$ cat config.mk
export PLATFORM = sky130hd
export DESIGN_NAME = aes_ctr_top
export DESIGN_NICKNAME = d
export VERILOG_FILES = /design/src/common/aes_ctr_pkg.sv /design/src/aes_ctr/aes_ctr_rail_guard.sv /design/src/aes_ctr/aes_ctr_fsm.sv /design/src/aes_ctr/aes_ctr_reg.sv /design/src/aes_ctr_top.sv
export SDC_FILE = /design/constraint.sdc
export NUM_CORES = 1
export LEC_CHECK = 0
export BUFFER_PORTS_ARGS = -buffer_cell sky130_fd_sc_hd__buf_4
export CAP_MARGIN = 20
export CELL_PAD_IN_SITES_DETAIL_PLACEMENT = 0
export CELL_PAD_IN_SITES_GLOBAL_PLACEMENT = 1
export CORE_MARGIN = 2
export CORE_UTILIZATION = 41
export DETAILED_ROUTE_END_ITERATION = 12
export GPL_TIMING_DRIVEN = 0
export PLACE_DENSITY = 0.86
export SLEW_MARGIN = 10
export SYNTH_ARGS = -nofsm -noshare
export SYNTH_HDL_FRONTEND = slang
export SYNTH_SLANG_ARGS = --single-unit
$ cat constraint.sdc
create_clock -name clk_i -period 4.65 [get_ports clk_i]
set_input_delay 0.93 -clock clk_i [delete_from_list [all_inputs] [get_ports clk_i]]
set_output_delay 0.93 -clock clk_i [all_outputs]
set_load 0.005 [all_outputs]
$ cat src/common/aes_ctr_pkg.sv
/*
 * AES CTR counter package
 * Default counter and slice widths, and the sparse state encoding
 * of the slice-serial increment FSM
 */
package aes_ctr_pkg;

  ////////////////////
  // Default widths
  ////////////////////

  // Full counter block as used by CTR mode
  parameter int unsigned CtrWidthDefault = 128;

  // One adder of this width serves the whole counter
  parameter int unsigned SliceSizeDefault = 16;

  ////////////////////
  // FSM encoding
  ////////////////////

  parameter int unsigned CtrStateWidth = 6;

  // Sparse codes, pairwise Hamming distance of at least 3
  // A single flipped bit never yields another legal state
  typedef enum logic [CtrStateWidth-1:0] {
    CTR_IDLE  = 6'b011101,
    CTR_INCR  = 6'b110010,
    CTR_ERROR = 6'b001011
  } aes_ctr_state_e;

  // Any other code of the state register is illegal
  // and sends the FSM into CTR_ERROR

endpackage : aes_ctr_pkg

$ cat src/aes_ctr/aes_ctr_rail_guard.sv
/*
 * AES CTR increment rail guard
 * Checks the two-rail increment command and turns it into a
 * one-rail request, flagging broken rail pairs
 */
module aes_ctr_rail_guard (
  input  logic clk_i,
  input  logic rst_ni,

  // Two-rail command, true and inverted
  input  logic incr_i,
  input  logic incr_n_i,

  // Accepted load in the same cycle
  input  logic load_i,

  output logic incr_o,
  output logic incr_err_o
);

  logic rail_err;
  logic rail_err_q;

  // Rails must differ in every cycle
  assign rail_err = ~(incr_i ^ incr_n_i);

  // Sticky copy so a one-cycle glitch stays visible
  always_ff @(posedge clk_i or negedge rst_ni) begin
    if (!rst_ni) begin
      rail_err_q <= 1'b0;
    end else if (rail_err) begin
      rail_err_q <= 1'b1;
    end
  end

  // Current cycle reported at once, history from the flag
  assign incr_err_o = rail_err | rail_err_q;

  // Valid asserted pair only
  // A load in the same cycle drops the increment
  assign incr_o = incr_i & ~incr_n_i & ~load_i;

endmodule : aes_ctr_rail_guard

$ cat src/aes_ctr/aes_ctr_fsm.sv
/*
 * AES CTR increment controller
 * Adds one to the counter a slice per cycle, lowest slice first,
 * carrying into the next slice; any error ends in a terminal state
 */
module aes_ctr_fsm #(
  parameter int unsigned SliceSize = aes_ctr_pkg::SliceSizeDefault,
  parameter int unsigned NumSlices =
      aes_ctr_pkg::CtrWidthDefault / aes_ctr_pkg::SliceSizeDefault,
  localparam int unsigned IdxWidth = (NumSlices > 1) ? $clog2(NumSlices) : 1
) (
  input  logic                 clk_i,
  input  logic                 rst_ni,

  // Increment request and error sources
  input  logic                 incr_i,
  input  logic                 incr_err_i,
  input  logic                 ext_err_i,
  output logic                 ready_o,
  output logic                 alert_o,

  // Slice access to the counter register
  output logic [IdxWidth-1:0]  slice_idx_o,
  input  logic [SliceSize-1:0] slice_i,
  output logic [SliceSize-1:0] slice_o,
  output logic                 slice_we_o
);
  import aes_ctr_pkg::*;

  localparam logic [IdxWidth-1:0] LastIdx = IdxWidth'(NumSlices - 1);

  aes_ctr_state_e      state_d, state_q;
  logic [IdxWidth-1:0] slice_idx_d, slice_idx_q;
  logic                carry_d, carry_q;

  // One bit wider than a slice to keep the true carry-out
  logic [SliceSize:0]  sum;

  ////////////////////
  // Slice adder
  ////////////////////

  assign sum     = {1'b0, slice_i} + {{SliceSize{1'b0}}, carry_q};
  assign slice_o = sum[SliceSize-1:0];

  ////////////////////
  // Control
  ////////////////////

  always_comb begin
    // Defaults hold everything
    ready_o     = 1'b0;
    alert_o     = 1'b0;
    slice_we_o  = 1'b0;
    state_d     = state_q;
    slice_idx_d = slice_idx_q;
    carry_d     = carry_q;

    unique case (state_q)
      CTR_IDLE: begin
        ready_o = 1'b1;
        if (incr_i) begin
          // Plus one enters as carry into slice 0
          slice_idx_d = '0;
          carry_d     = 1'b1;
          state_d     = CTR_INCR;
        end
      end

      CTR_INCR: begin
        slice_we_o = 1'b1;
        // Carry-out of this slice feeds the next one
        carry_d    = sum[SliceSize];
        if (slice_idx_q == LastIdx) begin
          slice_idx_d = '0;
          state_d     = CTR_IDLE;
        end else begin
          slice_idx_d = slice_idx_q + IdxWidth'(1);
        end
      end

      CTR_ERROR: begin
        // Terminal, only reset leaves
        alert_o = 1'b1;
      end

      default: begin
        // Illegal code, possibly a fault on the state flops
        alert_o = 1'b1;
        state_d = CTR_ERROR;
      end
    endcase

    // Either error source overrides every transition
    if (incr_err_i || ext_err_i) begin
      state_d = CTR_ERROR;
    end
  end

  always_ff @(posedge clk_i or negedge rst_ni) begin
    if (!rst_ni) begin
      state_q     <= CTR_IDLE;
      slice_idx_q <= '0;
      carry_q     <= 1'b0;
    end else begin
      state_q     <= state_d;
      slice_idx_q <= slice_idx_d;
      carry_q     <= carry_d;
    end
  end

  assign slice_idx_o = slice_idx_q;

endmodule : aes_ctr_fsm

$ cat src/aes_ctr/aes_ctr_reg.sv
/*
 * AES CTR counter register
 * Holds the counter as a row of slices, loads it in parallel and
 * gives the FSM read and write access to one slice at a time
 */
module aes_ctr_reg #(
  parameter int unsigned CtrWidth  = aes_ctr_pkg::CtrWidthDefault,
  parameter int unsigned SliceSize = aes_ctr_pkg::SliceSizeDefault,
  localparam int unsigned NumSlices = CtrWidth / SliceSize,
  localparam int unsigned IdxWidth  = (NumSlices > 1) ? $clog2(NumSlices) : 1
) (
  input  logic                 clk_i,
  input  logic                 rst_ni,

  // Parallel load
  input  logic                 load_i,
  input  logic [CtrWidth-1:0]  load_value_i,

  // Slice port towards the FSM
  input  logic [IdxWidth-1:0]  slice_idx_i,
  input  logic [SliceSize-1:0] slice_i,
  input  logic                 slice_we_i,
  output logic [SliceSize-1:0] slice_o,

  // Full counter value
  output logic [CtrWidth-1:0]  ctr_o
);

  // Slice 0 holds the least significant bits
  logic [NumSlices-1:0][SliceSize-1:0] ctr_d, ctr_q;

  ////////////////////
  // Next value
  ////////////////////

  always_comb begin
    ctr_d = ctr_q;
    if (load_i) begin
      // Load wins over a slice write
      ctr_d = load_value_i;
    end else if (slice_we_i) begin
      ctr_d[slice_idx_i] = slice_i;
    end
  end

  // Counter comes out of reset as zero
  always_ff @(posedge clk_i or negedge rst_ni) begin
    if (!rst_ni) begin
      ctr_q <= '0;
    end else begin
      ctr_q <= ctr_d;
    end
  end

  ////////////////////
  // Read side
  ////////////////////

  // Slice under the index, no register stage
  assign slice_o = ctr_q[slice_idx_i];

  assign ctr_o = ctr_q;

endmodule : aes_ctr_reg

$ cat src/aes_ctr_top.sv
/*
 * AES CTR counter block
 * Rail guard, slice-serial increment FSM and counter register
 */
module aes_ctr_top #(
  parameter int unsigned CtrWidth  = aes_ctr_pkg::CtrWidthDefault,
  parameter int unsigned SliceSize = aes_ctr_pkg::SliceSizeDefault
) (
  input  logic                clk_i,
  input  logic                rst_ni,

  input  logic                load_i,
  input  logic [CtrWidth-1:0] load_value_i,
  input  logic                incr_i,
  input  logic                incr_n_i,
  input  logic                ext_err_i,

  output logic [CtrWidth-1:0] ctr_o,
  output logic                ready_o,
  output logic                alert_o
);

  // Must come out as a power of two
  localparam int unsigned NumSlices = CtrWidth / SliceSize;
  localparam int unsigned IdxWidth  = (NumSlices > 1) ? $clog2(NumSlices) : 1;

  logic                 load_gated;
  logic                 incr;
  logic                 incr_err;
  logic [IdxWidth-1:0]  slice_idx;
  logic [SliceSize-1:0] slice_wdata;
  logic [SliceSize-1:0] slice_rdata;
  logic                 slice_we;

  // Loads only count while idle
  assign load_gated = load_i & ready_o;

  aes_ctr_rail_guard u_guard (
    .clk_i      (clk_i),
    .rst_ni     (rst_ni),
    .incr_i     (incr_i),
    .incr_n_i   (incr_n_i),
    .load_i     (load_gated),
    .incr_o     (incr),
    .incr_err_o (incr_err)
  );

  aes_ctr_fsm #(
    .SliceSize (SliceSize),
    .NumSlices (NumSlices)
  ) u_fsm (
    .clk_i       (clk_i),
    .rst_ni      (rst_ni),
    .incr_i      (incr),
    .incr_err_i  (incr_err),
    .ext_err_i   (ext_err_i),
    .ready_o     (ready_o),
    .alert_o     (alert_o),
    .slice_idx_o (slice_idx),
    .slice_i     (slice_rdata),
    .slice_o     (slice_wdata),
    .slice_we_o  (slice_we)
  );

  aes_ctr_reg #(
    .CtrWidth  (CtrWidth),
    .SliceSize (SliceSize)
  ) u_reg (
    .clk_i        (clk_i),
    .rst_ni       (rst_ni),
    .load_i       (load_gated),
    .load_value_i (load_value_i),
    .slice_idx_i  (slice_idx),
    .slice_i      (slice_wdata),
    .slice_we_i   (slice_we),
    .slice_o      (slice_rdata),
    .ctr_o        (ctr_o)
  );

endmodule : aes_ctr_top

==> impl_metrics.yaml, run 1 <==
outcome:
  status: "finished clean"
clocking:
  cts_num_sinks: 138
  postCtsSetupRepairBufs: 0
  holdBufCountCts: 0
  cts_max_level: 4
  clock_latency_ns: 0.44
  numCtsBuffers: 17
  clockBufferDepth: 2
  cts.clk_slew.worst_paths_ns: 0.07
  cts_resized: 0
  cts-root-buf: "clkbuf_16"
  cts_tree: "built"
worst_setup_path:
  cp_cell_sequence: "buf_6 > buf_12 > buf_6 > clkbuf_1 > mux2i_1 > nor2_1 > a21oi_1 > o211ai_1 > ha_1 > nor2b_4 > nand2_4 > nor3_2 > xor2_1 > o21ai_0"
  crit_top_cell: "buf_6"
  end_kind: "flip-flop"
  crit_start: "u_fsm.slice_idx_o[0]"
  arrival_ns: 4.06
  critical_path.max_fanout: 10
  cpPeakStageDelay_ns: 0.62
  path_class: "reg2reg"
  start_kind: "flip-flop"
  reg2reg_from: "u_fsm.slice_idx_o[0]"
  critical_path.slowest_cell: "xor2_1"
  cp_data_required_time_ns: 4.93
logic_synthesis:
  synth.distinct_cells: 58
  yosysWarnings: 0
  synthAdderAreaFrac_pct: 0.854
  synth-compound-area-share_pct: 24.0
  ys_seq_elements: 138
  yosys.area_share.simple_pct: 12.1
  synthMuxAreaShare_pct: 9.04
  ys_async_sr_fraction_pct: 100
  syn_area_mm2: 0.00732
  yosys_most_used_dff: "dfrtp_1"
  avgSynthCellArea_um2: 10.6
  synth_edf_count: 0
  seq_area_frac_synth_pct: 47.2
  synth_fp_nets: 832
  yosys.cell_count.top_type: "dfrtp_1"
  yosysTopAreaCell: "dfrtp_1"
  synth_area_leaders: "dfrtp_1 46%, a22oi_1 7.6%, o21ai_0 6.5%, mux4_2 5.2%, and3_1 4.6%"
  synth_xor_area_share_pct: 2.61
  synthCells: 693
  synth_common_cells: "135 x dfrtp_1, 95 x o21ai_0, 74 x a22oi_1, 56 x a21oi_1, 54 x and3_1"
  synth_top_family_by_area: "compound AO/OA/AOI/OAI gates"
  yosys.area.top_type_share_pct: 46.1
drt:
  totalWireLength_um: 31700
  dr.pass1.iters: 6
  drc: 0
  ant_nets: 0
  detail_route.vias_per_cell: 6.18
  drtIter0Drc: 784
  wire_per_inst_um: 26.0
  vias: 7525
global_route:
  grt_usage_pct: 33.4
  grt_pass1_vias: 7438
  overflow: 0
  grt_max_degree: 71
  grt_antenna_before_repair: 1
  grt_pass1_wl_um: 45400
min_path:
  hp-class: "in2async"
pwr:
  p_leak_nw: 4.40
  peakVddDrop_v: 0.000245
  p_int_mw: 2.03
  power.share.clock_pct: 50.0
  swShare_pct: 23.5
  p_switching_mw: 0.624
  comb_power_share_pct: 4.7
  seq_power_share_pct: 45.3
  finalPower_mw: 2.65
  powerDensity_mw_per_mm2: 260
die:
  pin_count: 264
  core.rowCount: 48
  dieArea_mm2: 0.0189
  die_w_um: 138
  initial_core_util_pct: 42.2
  core-area_mm2: 0.0174
  die_y_um: 138
finish:
  fin_nets: 1118
  drive_above_1_share_pct: 37.1
  syn2layout_area_growth_pct: 39.3
  antenna_cells: 0
  fin_cells: 1217
sta:
  slew_headroom_pct: 21.4
  whs_ns: 0.432
  hold_viol: 0
  post-route-period-util_pct: 81.1
  worst_pin_slew_ns: 1.18
  setup_slack_ns: 0.877
  period_needed_ns: 3.77
  clock.fmax_ghz: 0.265
  fin_skew_ns: 0.0109
  setup_viol: 0
  rsz0062_at_grt: "no"
  slew_viol_final: 0
  setup-tns-final_ns: 0
place:
  pre_cts_ws_ns: 0.938
  port_buffers: 263
  gp_congestion: 0.884
  hpwl_um: 22600
  placed_cells: 1185
job:
  drv_cap: 0
## path summary, 6_finish.rpt
kind,slack [ns],depth (start not counted),endpoint
max,0.88,14,u_reg.ctr_o[26]
max in group asynchronous,3.43,2,u_fsm.state_q[2]
max reg2reg,0.88,14,u_reg.ctr_o[26]
min,0.43,1,u_reg.ctr_o[109]
min in group clk_i,0.45,1,u_guard.rail_err_q
min reg2reg,0.45,1,u_guard.rail_err_q
## area by class of cell
class	count	area, um^2
Buffer	56	279
Sequential cell	138	3460
Fill cell	1567	7160
Clock inverter	13	120
Timing Repair Buffer	267	2030
Multi-Input combinational cell	491	3560
Tap cell	225	282
Clock buffer	19	443
Inverter	8	30.0
## logic make-up (layout without fill, tap and decap cells)
family / Yosys count / count (layout)
AOI/OAI and AO/OA: 284 / 284
xor gates and xnor gates: 15 / 15
adders and majority gates: 5 / 5
buffers and inverters: 64 / 363
DFF: 138 / 138
muxes: 42 / 42
and+or+nand+nor: 145 / 145
## layer usage
layer | part of all wire [%] | GRT usage (%) | wire length, um
met4 | 3.0 | 12.1 | 960
met5 | 0 | 0 | 0
met1 | 40 | 44.8 | 12600
met3 | 9.7 | 8.68 | 3080
met2 | 47 | 52.2 | 15000
## placed cells by master, fill, tap and decap left out, types with 17 or more instances in the layout
| cell type | instances |
|---|---|
| a21oi_1 | 56 |
| o21ai_1 | 28 |
| a22oi_1 | 74 |
| a221o_1 | 20 |
| dfrtp_1 | 135 |
| nor2_1 | 21 |
| nand2_1 | 26 |
| buf_4 | 269 |
| clkbuf_16 | 17 |
| o21ai_0 | 95 |
| and3_1 | 54 |
| clkbuf_1 | 42 |
| mux4_2 | 17 |
## flip-flops by register name (all words and copies together), names as in the netlist
register and count:
u_reg.ctr_o 128, u_guard.rail_err_q 1, u_fsm.state_q 5, u_fsm.carry_q 1, u_fsm.slice_idx_o 3
## critical path: cells and delay by family (launching register included)
kind	cells	cell delay (ns)
XOR/XNOR	1	0.62
multiplexers	1	0.17
AND/OR/NAND/NOR	4	0.61
buffers and inverters	4	1.08
adder cells (fa/ha/maj)	1	0.21
AO/OA/AOI/OAI	3	0.51
flip-flops	1	0.41
## power groups by stage
stage | Combinational (mW) | Clock (mW) | Sequential (mW)
5_1_grt | 0.133 | 1.37 | 1.20
6_report | 0.125 | 1.33 | 1.20
3_5_place_dp | 0.125 | 0 | 1.22
4_1_cts | 0.125 | 1.31 | 1.20
3_3_place_gp | 0.121 | 0 | 1.22
2_1_floorplan | 0.00204 | 0 | 1.22
## metrics by stage
stage	util, %	area, um^2
after CTS	58.8	10200
after global routing	58.8	10200
final	58.8	10200
after global placement	55.2	9580
after detailed placement	55.5	9640
after floorplan	-	7320
(Power assumes the default switching activity.)
==> inputs of run 2 (changes only) <==
--- a/config.mk
+++ b/config.mk
@@ -10,10 +10,10 @@
 export CELL_PAD_IN_SITES_DETAIL_PLACEMENT = 0
 export CELL_PAD_IN_SITES_GLOBAL_PLACEMENT = 1
 export CORE_MARGIN = 2
-export CORE_UTILIZATION = 41
+export CORE_UTILIZATION = 38
 export DETAILED_ROUTE_END_ITERATION = 12
 export GPL_TIMING_DRIVEN = 0
-export PLACE_DENSITY = 0.86
+export PLACE_DENSITY = 0.81
 export SLEW_MARGIN = 10
 export SYNTH_ARGS = -nofsm -noshare
 export SYNTH_HDL_FRONTEND = slang
==> constraint.sdc (replaced) <==
create_clock -name clk_i -period 3.9 [get_ports clk_i]
set_input_delay 0.78 -clock clk_i [delete_from_list [all_inputs] [get_ports clk_i]]
set_output_delay 0.78 -clock clk_i [all_outputs]
set_load 0.005 [all_outputs]
==> run 2 against run 1 <==
Wire length about the same. Setup slack worse by 0.20 ns. Power up 20%. Via count down 2.0%. Sequential share of layout area down 0.26 points. First-iteration DRC count down 15%. Clock-buffer cell count up 5. Hold slack worse by 0.17 ns. Critical path depth down 1. Sequential cell count unchanged. Sequential power up 19%. Clock power up 20%. Largest cell class unchanged. Highest routed layer unchanged.
==> impl_metrics.yaml, run 2 (synthesized netlist as in run 1, its figures left out) <==
outcome:
  status: "finished clean"
place:
  port_buffers: 263
  gp_congestion: 0.869
  hpwl_um: 22900
  dpl_cell_area_mm2: 0.00968
clocking:
  postCtsSetupRepairBufs: 0
  cts-root-buf: "clkbuf_16"
  cts_max_level: 4
  numCtsBuffers: 17
  holdBufCountCts: 0
  cts_tree: "built"
  cts_resized: 0
  cts.clk_slew.worst_paths_ns: 0.06
  clock_latency_ns: 0.42
  clockBufferDepth: 2
  cts_num_sinks: 138
worst_setup_path:
  critical_path.max_fanout: 19
  arrival_ns: 3.51
  start_kind: "flip-flop"
  path_class: "reg2reg"
  crit_top_cell: "buf_6"
  cp_cell_sequence: "buf_6 > buf_12 > buf_6 > mux2i_1 > nor2_1 > a21oi_1 > o211ai_1 > ha_1 > nor2b_4 > nand2_4 > or3b_1 > xor2_2 > o21ai_1"
  cpPeakStageDelay_ns: 0.43
  critical_path.slowest_cell: "xor2_2"
  end_kind: "flip-flop"
  worstRegToRegCells: 13
  cp_data_required_time_ns: 4.19
drt:
  totalWireLength_um: 31600
  detail_route.vias_per_cell: 5.90
  dr.pass1.iters: 5
  drtIter0Drc: 665
  drc: 0
  vias: 7374
  ant_nets: 0
  wire_per_inst_um: 25.3
die:
  die_y_um: 143
  die_w_um: 143
  core-area_mm2: 0.0188
  dieArea_mm2: 0.0204
  initial_core_util_pct: 38.9
  pin_count: 264
  core.rowCount: 50
finish:
  largest_register_ffs: 128
  fin_nets: 1118
  layout_commonest_cell: "buf_4"
  drive_above_1_share_pct: 37.3
  syn2layout_area_growth_pct: 40.3
  antenna_cells: 0
  nFillCells: 1760
  layout_common_cells: "269 x buf_4, 135 x dfrtp_1, 95 x o21ai_0, 74 x a22oi_1, 56 x a21oi_1"
  multi_input_area_mm2: 0.00357
  finalInstanceArea_mm2: 0.0103
  ff_latch_area_mm2: 0.00346
global_route:
  overflow: 0
  grt_pass1_vias: 7214
  grt_max_degree: 80
  grt_usage_pct: 30.6
  grt_pass1_wl_um: 45500
  grt_antenna_before_repair: 0
sta:
  hold_viol: 0
  clock.fmax_ghz: 0.311
  rsz0062_at_grt: "no"
  slew_viol_final: 0
  slew_headroom_pct: 39.8
  post-route-period-util_pct: 82.6
  fin_skew_ns: 0.0111
  setup_viol: 0
  period_needed_ns: 3.22
  worst_pin_slew_ns: 0.903
  setup-tns-final_ns: 0
pwr:
  peakVddDrop_v: 0.000273
  powerDensity_mw_per_mm2: 310
  finalPower_mw: 3.18
  p_leak_nw: 4.42
min_path:
  hp-class: "in2async"
job:
  drv_cap: 0
[run 2: changes by cell type in the layout (fill, tap and decap cells not counted)]
cell,before,now
buf_6,3,4
clkbuf_1,42,41
clkbuf_8,1,6
clkinv_4,1,0
clkinvlp_4,6,3
inv_6,3,0
xor2_1,4,2
xor2_2,2,4
[run 2: power breakdown]
part	switching, mW	internal (mW)
registers	0.00000000000000000619	1.43
clock network	0.633	0.970
logic	0.0590	0.0889
[run 2: final cells by class]
cell class / instances / area share [%]
clock inverter: 6 / 0.609
timing repair buffer: 268 / 19.9
multi-input combinational: 491 / 34.7
buffer: 55 / 2.68
sequential: 138 / 33.6
clock buffer: 24 / 4.98
tap: 260 / 3.17
inverter: 8 / 0.292
[run 2: routing by layer]
| layer | global-route usage [%] | part of all wire [%] |
|---|---|---|
| met4 | 11.0 | 2.8 |
| met3 | 5.90 | 8.0 |
| met2 | 49.2 | 48 |
| met1 | 41.5 | 41 |
| met5 | 0 | 0 |
[run 2: path summary, 6_finish.rpt]
path | endpoint | startpoint | slack [ns]
min reg2reg | u_guard.rail_err_q | u_guard.rail_err_q | 0.45
min | u_reg.ctr_o[106] | rst_ni | 0.27
max in group asynchronous | u_fsm.state_q[3] | rst_ni | 2.84
max | u_reg.ctr_o[88] | u_fsm.slice_idx_o[0] | 0.68
min in group clk_i | u_guard.rail_err_q | u_guard.rail_err_q | 0.45
max reg2reg | u_reg.ctr_o[88] | u_fsm.slice_idx_o[0] | 0.68
[run 2: critical path: cells and delay by family (launching register included)]
family | cells | cell delay [ns]
simple gates | 4 | 0.87
buf+inv | 3 | 0.62
xor+xnor | 1 | 0.43
flops | 1 | 0.42
compound gates | 3 | 0.41
fa+ha+maj | 1 | 0.20
mux | 1 | 0.12
[run 2: per-stage QoR]
stage               hold WS (ns)  utilization (%)  worst slack [ns]  std cells
floorplan                  0.424                -              1.01        693
global placement           0.436             51.1             0.138       1216
detailed placement         0.435             51.4            0.0751       1220
CTS                        0.296             54.5            0.0555       1250
global route               0.312             54.6             0.444       1250
finish                     0.266             54.6             0.680       1250
==> inputs of run 3 (changes only) <==
--- a/config.mk
+++ b/config.mk
@@ -10,10 +10,10 @@
 export CELL_PAD_IN_SITES_DETAIL_PLACEMENT = 0
 export CELL_PAD_IN_SITES_GLOBAL_PLACEMENT = 1
 export CORE_MARGIN = 2
-export CORE_UTILIZATION = 38
+export CORE_UTILIZATION = 34
 export DETAILED_ROUTE_END_ITERATION = 12
 export GPL_TIMING_DRIVEN = 0
-export PLACE_DENSITY = 0.81
+export PLACE_DENSITY = 0.77
 export SLEW_MARGIN = 10
 export SYNTH_ARGS = -nofsm -noshare
 export SYNTH_HDL_FRONTEND = slang
==> constraint.sdc (replaced) <==
create_clock -name clk_i -period 2.95 [get_ports clk_i]
set_input_delay 0.59 -clock clk_i [delete_from_list [all_inputs] [get_ports clk_i]]
set_output_delay 0.59 -clock clk_i [all_outputs]
set_load 0.005 [all_outputs]
==> run 3 against run 2 <==
Clock power up 42%. Highest routed layer unchanged. Final cell count grew 2.6%. Critical path depth increased by 1. Wire length increased by 3.5%. Global-route usage shrank 2.2 points. First-iteration DRC count decreased by 5.9%. Largest power group unchanged. Power grew 37%. Setup slack worse by 0.71 ns. The flow now finishes with violations (setup timing). Clock skew fell by 0.0022 ns.
==> impl_metrics.yaml, run 3 (synthesized netlist as in run 1, its figures left out) <==
place:
  pre_cts_ws_ns: -0.851
  hpwl_um: 23600
  port_buffers: 263
  gp_congestion: 0.879
drt:
  detail_route.vias_per_cell: 5.87
  totalWireLength_um: 32700
  vias: 7529
  drtIter0Drc: 626
  drc: 0
  ant_nets: 0
  wire_per_inst_um: 25.5
  dr.pass1.iters: 7
worst_setup_path:
  critical_path.max_fanout: 8
  cp_cell_sequence: "buf_12 > buf_12 > buf_12 > clkbuf_16 > mux2i_1 > nor2_1 > a21oi_1 > o211ai_1 > ha_2 > nor2b_4 > nand2_4 > or3b_4 > xor2_4 > o21ai_1"
  cpPeakStageDelay_ns: 0.43
  path_class: "reg2reg"
  start_kind: "flip-flop"
  cp_data_required_time_ns: 3.25
  critical_path.slowest_cell: "dfrtp_2"
  end_kind: "flip-flop"
  crit_top_cell: "buf_12"
  arrival_ns: 3.27
  r2r_slack_ns: -0.03
clocking:
  clockBufferDepth: 2
  cts.clk_slew.worst_paths_ns: 0.06
  clock_latency_ns: 0.43
  cts-root-buf: "clkbuf_16"
  numCtsBuffers: 17
  cts_num_sinks: 138
  holdBufCountCts: 0
  cts_tree: "built"
  cts_max_level: 4
pwr:
  peakVddDrop_v: 0.000357
  p_leak_nw: 4.59
  finalPower_mw: 4.36
  powerDensity_mw_per_mm2: 406
finish:
  layout_commonest_cell: "buf_4"
  antenna_cells: 0
  ff_latch_area_mm2: 0.00346
  drive_above_1_share_pct: 40.5
  layout_common_cells: "281 x buf_4, 134 x dfrtp_1, 86 x o21ai_0, 74 x a22oi_1, 55 x a21oi_1"
  largest_register_ffs: 128
  nFillCells: 1952
  multi_input_area_mm2: 0.00376
  fin_nets: 1135
  syn2layout_area_growth_pct: 46.5
outcome:
  status: "finished, violations left"
  violations: "setup timing"
sta:
  setup-tns-final_ns: -0.0980
  setup_slack_ns: -0.0290
  slew_viol_final: 0
  clock.fmax_ghz: 0.336
  post-route-period-util_pct: 101
  hold_viol: 0
  period_needed_ns: 2.98
  setup_viol: 8
  rsz0062_at_grt: "yes"
  fin_skew_ns: 0.00895
  worst_pin_slew_ns: 1.11
  slew_headroom_pct: 26.1
die:
  core-area_mm2: 0.0211
  core.rowCount: 53
  initial_core_util_pct: 34.7
  die_y_um: 151
  dieArea_mm2: 0.0227
  die_w_um: 151
  pin_count: 264
global_route:
  grt_pass1_wl_um: 46800
  grt_max_degree: 96
  overflow: 0
  grt_antenna_before_repair: 0
  grt_pass1_vias: 7377
  grt_usage_pct: 28.4
min_path:
  hp-class: "in2async"
job:
  drv_cap: 0
## run 3: cell count changes in the layout (fill, tap and decap cells not counted), sizes merged
cell | previous run | this run
clkbuf | 64 | 66
buf | 283 | 299
clkinvlp | 3 | 2
bufinv | 1 | 3
clkinv | 2 | 1
## run 3: layer usage
| layer | track usage (%) | share of wire [%] | vias up |
|---|---|---|---|
| met5 | 0 | 0 | - |
| met4 | 11.0 | 3.3 | 0 |
| met3 | 6.00 | 8.2 | 72 |
| met2 | 45.5 | 48 | 379 |
| met1 | 38.0 | 41 | 3837 |
| li1 | - | - | 3241 |
## run 3: final timing paths
check | endpoint | startpoint | cells past startpoint
min in group clk_i | u_reg.ctr_o[122] | load_value_i[122] | 3
max in group asynchronous | u_fsm.slice_idx_o[0] | rst_ni | 2
worst max-delay path | u_reg.ctr_o[72] | u_fsm.slice_idx_o[0] | 14
worst min register to register | u_guard.rail_err_q | u_guard.rail_err_q | 1
worst min-delay path | u_reg.ctr_o[110] | rst_ni | 1
worst max register to register | u_reg.ctr_o[72] | u_fsm.slice_idx_o[0] | 14
## run 3: worst max-delay path, delay by kind of cell (launching register included)
kind / cells / cell delay, ns
AOI/OAI and AO/OA: 3 / 0.41
xor gates and xnor gates: 1 / 0.30
adders and majority gates: 1 / 0.22
buffers and inverters: 4 / 0.52
DFF: 1 / 0.43
muxes: 1 / 0.13
and+or+nand+nor: 4 / 0.84
## run 3: power breakdown
| part | switching (mW) | internal (mW) | total, mW |
|---|---|---|---|
| registers | 0.0000000000000000105 | 1.89 | 1.89 |
| clock network | 0.828 | 1.44 | 2.27 |
| logic | 0.0785 | 0.117 | 0.196 |
## run 3: through the flow
stage,utilization (%),instances,instance area (um^2),hold WS [ns]
6_report,50.9,1283,10700,0.0391
5_1_grt,50.9,1283,10700,0.0646
3_3_place_gp,45.7,1231,9640,0.437
2_1_floorplan,-,693,7320,0.294
3_5_place_dp,46.0,1233,9690,0.442
4_1_cts,50.3,1279,10600,0.0543
## run 3: final cells by class
cell class / count / area share [%]
Tap cell: 275 / 3.21
Buffer: 56 / 3.09
Multi-Input combinational cell: 491 / 35.1
Clock inverter: 6 / 1.03
Inverter: 8 / 0.280
Sequential cell: 138 / 32.2
Clock buffer: 25 / 4.71
Timing Repair Buffer: 284 / 20.4
## run 3: repair_timing
item,in CTS,in global routing
endpoints found under the setup margin,129,118
pin swaps,13,14
resized for setup,34,26
setup buffers,15,3
